**src/rtl/vmem_consts.svh**
```systemverilog
`ifndef VMEM_CONSTS_SVH
`define VMEM_CONSTS_SVH

// Virtual address and its split into map index fields.
`define VMA_W        16
`define L1_IDX_HI    15
`define L1_IDX_LO    11
`define L2_IDX_HI    10
`define L2_IDX_LO    8
`define PAGE_OFF_W   8

// Map contents.
`define L2_BLK_W     3
`define PPAGE_W      8
`define MAP_WDATA_W  10

`endif
```
**src/rtl/vmem_pkg.sv**
```systemverilog
`default_nettype none

`include "vmem_consts.svh"

package vmem_pkg;

   ////////////////////////////////////////////////////////////
   // Processor cycle phases, in ring order.
   ////////////////////////////////////////////////////////////

   typedef enum logic [2:0] {
      st_decode   = 3'd0,
      st_alu      = 3'd1,
      st_write    = 3'd2,
      st_mmu      = 3'd3,
      st_fetch    = 3'd4,
      st_prefetch = 3'd5
   } cpu_state_e;

   // Memory request opcodes.
   typedef enum logic [1:0] {
      op_none   = 2'd0,
      op_read   = 2'd1,
      op_write  = 2'd2,
      op_ifetch = 2'd3
   } mem_op_e;

   ////////////////////////////////////////////////////////////
   // Map entries.
   ////////////////////////////////////////////////////////////

   // Level-1 entry holds a level-2 block number.
   typedef logic [`L2_BLK_W-1:0] l2_blk_t;

   // Level-2 entry holds the access bit, the write bit and the physical page.
   typedef logic [`MAP_WDATA_W-1:0] map_entry_t;

   typedef logic [`PPAGE_W-1:0] ppage_t;

endpackage

`default_nettype wire

```
**src/rtl/vmem_top.sv**
```systemverilog
`timescale 1ns/1ps
`default_nettype none

`include "vmem_consts.svh"

module vmem_top (
   input  logic                            clk,
   input  logic                            reset,
   input  logic                            req,
   input  vmem_pkg::mem_op_e               op,
   input  logic [`VMA_W-1:0]               vma,
   input  logic                            map_wr_l1,
   input  logic                            map_wr_l2,
   input  logic [`MAP_WDATA_W-1:0]         map_wdata,
   input  logic                            lcinc,
   input  logic                            needfetch,
   input  logic                            memack,
   output vmem_pkg::cpu_state_e            state,
   output logic                            memrq,
   output logic [`PPAGE_W+`PAGE_OFF_W-1:0] phys_addr,
   output logic                            wrcyc,
   output logic                            vmaok,
   output logic                            pfr,
   output logic                            pfw,
   output logic                            map_fault,
   output logic                            waiting
);

   import vmem_pkg::*;

   logic              memrd;
   logic              memwr;
   logic              ifetch;
   logic [`VMA_W-1:0] vma_q;
   logic              lvmo_23;
   logic              lvmo_22;
   ppage_t            ppage;

   cpu_state_seq u_seq (
      .clk     (clk),
      .reset   (reset),
      .waiting (waiting),
      .state   (state)
   );

   mem_op_latch u_latch (
      .clk       (clk),
      .reset     (reset),
      .state     (state),
      .req       (req),
      .op        (op),
      .vma       (vma),
      .memack    (memack),
      .map_fault (map_fault),
      .memrd     (memrd),
      .memwr     (memwr),
      .ifetch    (ifetch),
      .vma_q     (vma_q)
   );

   vmem_map u_map (
      .clk       (clk),
      .map_wr_l1 (map_wr_l1),
      .map_wr_l2 (map_wr_l2),
      .vma       (vma),
      .map_wdata (map_wdata),
      .vma_q     (vma_q),
      .lvmo_23   (lvmo_23),
      .lvmo_22   (lvmo_22),
      .ppage     (ppage)
   );

   vmem_ctl u_ctl (
      .clk       (clk),
      .reset     (reset),
      .state     (state),
      .memrd     (memrd),
      .memwr     (memwr),
      .ifetch    (ifetch),
      .lvmo_23   (lvmo_23),
      .lvmo_22   (lvmo_22),
      .lcinc     (lcinc),
      .needfetch (needfetch),
      .memack    (memack),
      .memrq     (memrq),
      .wrcyc     (wrcyc),
      .vmaok     (vmaok),
      .pfr       (pfr),
      .pfw       (pfw),
      .waiting   (waiting),
      .map_fault (map_fault)
   );

   // Physical page joined with the untranslated offset.
   assign phys_addr = {ppage, vma_q[`PAGE_OFF_W-1:0]};

endmodule

`default_nettype wire

```
**src/rtl/vmem_ctl.sv**
```systemverilog
`timescale 1ns/1ps
`default_nettype none

module vmem_ctl (
   input  logic                 clk,
   input  logic                 reset,
   input  vmem_pkg::cpu_state_e state,
   input  logic                 memrd,
   input  logic                 memwr,
   input  logic                 ifetch,
   input  logic                 lvmo_23,
   input  logic                 lvmo_22,
   input  logic                 lcinc,
   input  logic                 needfetch,
   input  logic                 memack,
   output logic                 memrq,
   output logic                 wrcyc,
   output logic                 vmaok,
   output logic                 pfr,
   output logic                 pfw,
   output logic                 waiting,
   output logic                 map_fault
);

   import vmem_pkg::*;

   logic memop;
   logic memprepare;
   logic memstart;
   logic memcheck;
   logic rdcyc;
   logic mbusy;
   logic mfinish;
   logic cyc_go;

   assign memop   = memrd | memwr | ifetch;
   assign mfinish = memack;

   ////////////////////////////////////////////////////////////
   // Prepare, start, check.
   ////////////////////////////////////////////////////////////

   always_ff @(posedge clk) begin
      if (reset) begin
         memprepare <= 1'b0;
      end else if (state == st_alu || state == st_write) begin
         memprepare <= memop;
      end else begin
         memprepare <= 1'b0;
      end
   end

   // Map read under way.
   always_ff @(posedge clk) begin
      if (reset) begin
         memstart <= 1'b0;
      end else if (state != st_alu) begin
         memstart <= memprepare;
      end else begin
         memstart <= 1'b0;
      end
   end

   always_ff @(posedge clk) begin
      if (reset) begin
         memcheck <= 1'b0;
      end else begin
         memcheck <= memstart;
      end
   end

   ////////////////////////////////////////////////////////////
   // Permission.
   ////////////////////////////////////////////////////////////

   // Reads need the access bit, writes need both.
   assign pfr = lvmo_23 & (memrd | ifetch);
   assign pfw = lvmo_23 & lvmo_22 & memwr;

   always_ff @(posedge clk) begin
      if (reset) begin
         vmaok <= 1'b0;
      end else if (memcheck) begin
         vmaok <= pfr | pfw;
      end
   end

   // Trap request for one cycle in prefetch.
   always_ff @(posedge clk) begin
      if (reset) begin
         map_fault <= 1'b0;
      end else begin
         map_fault <= (state == st_fetch) & memstart & memcheck & ~(pfr | pfw);
      end
   end

   ////////////////////////////////////////////////////////////
   // Bus cycle.
   ////////////////////////////////////////////////////////////

   always_ff @(posedge clk) begin
      if (reset) begin
         rdcyc <= 1'b0;
         wrcyc <= 1'b0;
      end else if (state == st_fetch && memstart && memcheck) begin
         rdcyc <= ~memwr;
         wrcyc <= memwr;
      end else if ((~memrq && ~memprepare && ~memstart) || mfinish) begin
         rdcyc <= 1'b0;
         wrcyc <= 1'b0;
      end
   end

   // Check cycle with the cycle type already chosen.
   assign cyc_go = memcheck & (rdcyc | wrcyc);

   assign memrq = mbusy | (cyc_go & (pfr | pfw));

   always_ff @(posedge clk) begin
      if (reset) begin
         mbusy <= 1'b0;
      end else if (mfinish) begin
         mbusy <= 1'b0;
      end else if (cyc_go & (pfr | pfw)) begin
         mbusy <= 1'b1;
      end
   end

   // Hold the sequencer while the bus cycle is open.
   assign waiting = memrq | (lcinc & needfetch & mbusy);

   // A request goes out only on a permitted check.
   a_rq_vmaok : assert property (@(posedge clk) disable iff (reset)
      $rose(memrq) |=> vmaok);

endmodule

`default_nettype wire

```
**src/rtl/vmem_map.sv**
```systemverilog
`timescale 1ns/1ps
`default_nettype none

`include "vmem_consts.svh"

module vmem_map (
   input  logic                    clk,
   input  logic                    map_wr_l1,
   input  logic                    map_wr_l2,
   input  logic [`VMA_W-1:0]       vma,
   input  logic [`MAP_WDATA_W-1:0] map_wdata,
   input  logic [`VMA_W-1:0]       vma_q,
   output logic                    lvmo_23,
   output logic                    lvmo_22,
   output logic [`PPAGE_W-1:0]     ppage
);

   import vmem_pkg::*;

   localparam int l1_idx_w = `L1_IDX_HI - `L1_IDX_LO + 1;
   localparam int l2_idx_w = `L2_BLK_W + `L2_IDX_HI - `L2_IDX_LO + 1;

   ////////////////////////////////////////////////////////////
   // Map storage.
   ////////////////////////////////////////////////////////////

   l2_blk_t    l1_mem [2**l1_idx_w];
   map_entry_t l2_mem [2**l2_idx_w];

   logic [l1_idx_w-1:0] wr_l1_idx;
   logic [l1_idx_w-1:0] rd_l1_idx;
   logic [l2_idx_w-1:0] wr_l2_idx;
   logic [l2_idx_w-1:0] rd_l2_idx;
   map_entry_t          entry_q;

   assign wr_l1_idx = vma[`L1_IDX_HI:`L1_IDX_LO];
   assign rd_l1_idx = vma_q[`L1_IDX_HI:`L1_IDX_LO];

   // Level-2 slot is the block from level 1 joined with the middle bits.
   assign wr_l2_idx = {l1_mem[wr_l1_idx], vma[`L2_IDX_HI:`L2_IDX_LO]};
   assign rd_l2_idx = {l1_mem[rd_l1_idx], vma_q[`L2_IDX_HI:`L2_IDX_LO]};

   always_ff @(posedge clk) begin
      if (map_wr_l1) begin
         l1_mem[wr_l1_idx] <= map_wdata[`L2_BLK_W-1:0];
      end
      if (map_wr_l2) begin
         l2_mem[wr_l2_idx] <= map_wdata;
      end
   end

   // Registered lookup.
   always_ff @(posedge clk) begin
      entry_q <= l2_mem[rd_l2_idx];
   end

   assign lvmo_23 = entry_q[`MAP_WDATA_W-1];
   assign lvmo_22 = entry_q[`MAP_WDATA_W-2];
   assign ppage   = entry_q[`PPAGE_W-1:0];

   // One map level written at a time.
   a_one_write : assert property (@(posedge clk)
      !(map_wr_l1 && map_wr_l2));

endmodule

`default_nettype wire

```
**src/rtl/mem_op_latch.sv**
```systemverilog
`timescale 1ns/1ps
`default_nettype none

`include "vmem_consts.svh"

module mem_op_latch (
   input  logic                 clk,
   input  logic                 reset,
   input  vmem_pkg::cpu_state_e state,
   input  logic                 req,
   input  vmem_pkg::mem_op_e    op,
   input  logic [`VMA_W-1:0]    vma,
   input  logic                 memack,
   input  logic                 map_fault,
   output logic                 memrd,
   output logic                 memwr,
   output logic                 ifetch,
   output logic [`VMA_W-1:0]    vma_q
);

   import vmem_pkg::*;

   mem_op_e op_q;
   logic    accept;

   // Requests are only taken at the start of a cycle.
   assign accept = req && (state == st_decode);

   always_ff @(posedge clk) begin
      if (reset) begin
         op_q <= op_none;
      end else if (memack || map_fault) begin
         // Done or trapped.
         op_q <= op_none;
      end else if (accept) begin
         op_q <= op;
      end
   end

   // Address payload.
   always_ff @(posedge clk) begin
      if (accept) begin
         vma_q <= vma;
      end
   end

   ////////////////////////////////////////////////////////////
   // Opcode decode.
   ////////////////////////////////////////////////////////////

   assign memrd  = (op_q == op_read);
   assign memwr  = (op_q == op_write);
   assign ifetch = (op_q == op_ifetch);

   // No new request while one is still held.
   a_no_overlap : assert property (@(posedge clk) disable iff (reset)
      req |-> (op_q == op_none));

endmodule

`default_nettype wire

```
**src/rtl/cpu_state_seq.sv**
```systemverilog
`timescale 1ns/1ps
`default_nettype none

module cpu_state_seq (
   input  logic                 clk,
   input  logic                 reset,
   input  logic                 waiting,
   output vmem_pkg::cpu_state_e state
);

   import vmem_pkg::*;

   cpu_state_e state_nxt;

   // Step around the ring, hold while memory is busy.
   always_comb begin
      state_nxt = state;
      if (!waiting) begin
         case (state)
            st_decode:   state_nxt = st_alu;
            st_alu:      state_nxt = st_write;
            st_write:    state_nxt = st_mmu;
            st_mmu:      state_nxt = st_fetch;
            st_fetch:    state_nxt = st_prefetch;
            st_prefetch: state_nxt = st_decode;
            default:     state_nxt = st_decode;
         endcase
      end
   end

   always_ff @(posedge clk) begin
      if (reset) begin
         state <= st_decode;
      end else begin
         state <= state_nxt;
      end
   end

   ////////////////////////////////////////////////////////////
   // Checks.
   ////////////////////////////////////////////////////////////

   // Only the six phases ever appear.
   a_state_legal : assert property (@(posedge clk) disable iff (reset)
      state inside {st_decode, st_alu, st_write, st_mmu, st_fetch, st_prefetch});

endmodule

`default_nettype wire

```
**config.mk**
```make
export PLATFORM = sky130hd
export DESIGN_NAME = vmem_top
export DESIGN_NICKNAME = d
export VERILOG_FILES = /design/src/rtl/vmem_pkg.sv /design/src/rtl/vmem_top.sv /design/src/rtl/vmem_ctl.sv /design/src/rtl/vmem_map.sv /design/src/rtl/mem_op_latch.sv /design/src/rtl/cpu_state_seq.sv
export VERILOG_INCLUDE_DIRS = /design/src /design/src/rtl
export SDC_FILE = /design/constraint.sdc
export NUM_CORES = 1
export LEC_CHECK = 0
export BUFFER_PORTS_ARGS = -buffer_cell sky130_fd_sc_hd__buf_4
export CAP_MARGIN = 15
export CORE_MARGIN = 1
export CORE_UTILIZATION = 60
export DETAILED_ROUTE_END_ITERATION = 8
export PLACE_DENSITY = 0.77
export SLEW_MARGIN = 40
export SYNTH_ARGS = -nofsm -noshare
export SYNTH_HDL_FRONTEND = slang
export SYNTH_SLANG_ARGS = --single-unit
```
**constraint.sdc**
```tcl
create_clock -name clk -period 3.7 [get_ports clk]
set_input_delay 0.555 -clock clk [delete_from_list [all_inputs] [get_ports clk]]
set_output_delay 0.555 -clock clk [all_outputs]
set_load 0.02 [all_outputs]
```
==> metrics.md <==
| Metric | Value |
|---|---|
| Total power | `0.0196 W` |
| Final setup viols | `0` |
| Post-route cell area | `35500 µm²` |
| Synth Register Bits | `780` |
| Unique masters post-synth | `51` |
| Startpoint types | `flop` |
| Setup bufs post-CTS | `0` |
| Sw frac | `0.221` |
| Worst Path Arrival | `3650 ps` |
| NetSw | `0.00433 W` |
| DR iter-0 viols | `1650` |
| Reg clk slew, reported paths | `60 ps` |
| Num CTS Buffers | `79` |
| Area after DPL | `32900 µm²` |
| Leak Pwr | `11.7 nW` |
| Hold Vio Cnt, Final | `0` |
| Setup slack after placement | `33.2 ps` |
| Minimum clock period | `3100 ps` |
| Synthesized instance count | `1517` |
| Sequential-to-total area share from yosys stat | `0.745` |
| DIE WIDTH | `230 µm` |
| Least-Margin Pin Slew | `769 ps` |
| # hold bufs at CTS | `0` |
| Boundary Pins | `62` |
| WP buf/inv | `2` |
| Max-Cap Viols | `0` |
| Crit-path max cell delay | `430 ps` |
| Kind of critical path | `flop to flop` |
| Final RePlAce weighted congestion | `0.902` |
| CTS resizes | `0` |
| Via count | `15.4k` |
| Max Fclk | `322 MHz` |
| Worst Slack Setup Final | `596 ps` |
| Most frequent cells in the layout | `edfxtp_1 (752), mux4_2 (192), buf_4 (145)` |
| Worst reg-to-reg path cell count | `10` |
| Overall global routing resource usage | `0.254` |
| Port buffer count | `59` |
| Antenna violations before repair | `0` |
| CTS tree | `built` |
| Layout Utilization | `0.694` |
| Syn avg cell area | `20.5 µm²` |
| RSZ-0062 raised after global routing | `no` |
| Vias in the first global route | `15.8k` |
| P&R area growth vs syn | `14.3%` |
| Max Slew Vio Count | `0` |
| Antenna fix cells | `0` |
| Pin count of the biggest net entering global routing | `97` |
| Yosys Warn Count | `0` |
| Worst EP required | `4240 ps` |
| Power density cells | `552 nW/µm²` |
| Synth Cell Area | `31100 µm²` |
| Global route overflow | `0` |
| Filler cells | `3027` |
| Combinational power share | `0.088` |
| # DRC | `0` |
| Crit-path cells | `buf_4, mux2i_1, nand3_1, nand4_1, o22ai_1, nor3_4, buf_12, mux2_2, o22ai_1, a221o_1` |
| Final wirelength | `65000 µm` |
| CP Max Fanout | `60` |
| Fin crit share | `0.839` |
| First-pass GRT wire length | `98400 µm` |
| Clock Tree Root | `clkbuf_16` |
| WL per Instance | `26.9 µm` |
| Num rows | `83` |
| Initial core utilization | `0.607` |
| Post-synth top flop | `edfxtp_1` |
| Crit path max-delay family | `buffers and inverters` |
| Worst-Skew Late Latency | `610 ps` |
| Setup tns final | `0 ps` |
| Worst setup EP type | `flop` |
| Status | `finished, final reports clean` |
| Routed Antenna Nets | `0` |
| CTS max path bufs | `3` |
| Layout cells sized above 1 | `0.304` |
| Worst min path class | `input pin to flop` |
| Relative max-transition margin | `0.487` |
| Number of synthesized flops with an enable pin | `752` |
| H-Tree Depth | `3` |
| Die area | `52700 µm²` |
| Crit path top cell by count | `o22ai_1` |
| Flop pwr share | `0.505` |
| Clock power share | `0.407` |
| FFs w/ async S/R, synth | `0` |
| Core box area | `51200 µm²` |
| VDD IR-drop max | `452 µV` |
| Avg Vias per Cell | `6.40` |
| Hold depth | `1` |
| Clk sink count | `780` |
| Crit-path slowest cell | `mux2_2` |
| Drt pass-1 iters | `5` |
| Worst Skew | `21.6 ps` |
| Die height | `230 µm` |
| Synth Net Count | `1553` |
| WP depth | `10` |
| Cell-internal power | `0.0153 W` |
| DP HPWL | `38000 µm` |
| Nets | `1706` |
| Commonest non-fill, non-tap cell in the layout | `edfxtp_1` |
synth_stat cells, types with 6 or more instances:
library cell / instances / share of area
o22ai_1: 22 / 0.0044
a221o_1: 9 / 0.0029
buf_2: 29 / 0.0047
mux2_2: 25 / 0.0091
a21oi_1: 27 / 0.0043
mux4_1: 10 / 0.0085
mux4_2: 192 / 0.14
edfxtp_1: 752 / 0.73
nand2_1: 27 / 0.0033
nand3b_1: 6 / 0.0014
inv_1: 28 / 0.0034
mux2i_1: 79 / 0.025
nor2b_1: 31 / 0.0062
a211oi_1: 23 / 0.0056
nand3_1: 9 / 0.0014
nor2_1: 112 / 0.014
dfxtp_1: 28 / 0.018
buf_4: 15 / 0.0036
clkbuf_1: 38 / 0.0046
worst reg2reg max path, stage by stage, from the launching register on:
cell and delay (ps):
dfxtp_1 310, buf_4 420, mux2i_1 300, nand3_1 120, nand4_1 110, o22ai_1 110
nor3_4 280, buf_12 330, mux2_2 440, o22ai_1 410, a221o_1 210
power groups by stage:
stage	Clock [W]	Sequential, W	Combinational, W
final	0.00797	0.00990	0.00173
after global routing	0.00843	0.00990	0.00182
after CTS	0.00807	0.00990	0.00173
after detailed placement	0	0.0101	0.00171
after global placement	0	0.0101	0.00167
after floorplan	0	0.0101	0.000981
per-stage QoR:
step	std cells	hold slack (ps)
global route	2413	101
finish	2413	117
floorplan	1517	429
global placement	2269	434
detailed placement	2269	459
CTS	2413	89.5
routing by layer:
metal | share of wire | GRT usage | vias to the layer above | wire (µm)
met3 | 0.070 | 0.0462 | 119 | 4570
met2 | 0.51 | 0.410 | 652 | 32800
li1 | - | - | 6553 | -
met4 | 0.030 | 0.0892 | 0 | 1930
met1 | 0.39 | 0.354 | 8120 | 25700
met5 | 0 | 0 | - | 0
cell families after synthesis:
family | share of synthesized area
AO/OA/AOI/OAI | 0.0209
XOR/XNOR | 0.000282
buffers and inverters | 0.0177
flip-flops | 0.745
multiplexers | 0.183
AND/OR/NAND/NOR | 0.0335
area by class of cell:
class | instances | area, µm² | share of cell area
clock inverters | 36 | 398 | 0.0112
well taps | 680 | 851 | 0.0240
multi-input cells | 621 | 7440 | 0.210
inverters | 28 | 105 | 0.00296
flip-flops and latches | 780 | 23100 | 0.652
clock buffers | 108 | 2210 | 0.0622
repair buffers | 160 | 1360 | 0.0384
worst paths after layout:
kind / slack [ps] / to / start
min reg2reg: 460 / u_latch.op_q[1]$_SDFFE_PP0P_ / u_ctl.map_fault$_SDFF_PP0_
min: 120 / u_latch.vma_q[0]$_DFFE_PP_ / vma[0]
max: 600 / u_map.entry_q[1]$_DFF_P_ / flop
max reg2reg: 600 / u_map.entry_q[1]$_DFF_P_ / flop
flip-flops by register name, summed over array words and instances (netlist names), named ones only:
signal / count
u_ctl.map_fault: 1
u_ctl.mbusy: 1
u_ctl.memcheck: 1
u_ctl.memprepare: 1
u_ctl.memstart: 1
u_ctl.rdcyc: 1
u_ctl.vmaok: 1
u_ctl.wrcyc: 1
u_latch.op_q: 2
u_latch.vma_q: 16
u_map.entry_q: 10
u_map.l1_mem: 96
u_map.l2_mem: 640
u_seq.state: 3
Note: power is estimated with default switching activity, not from simulation.
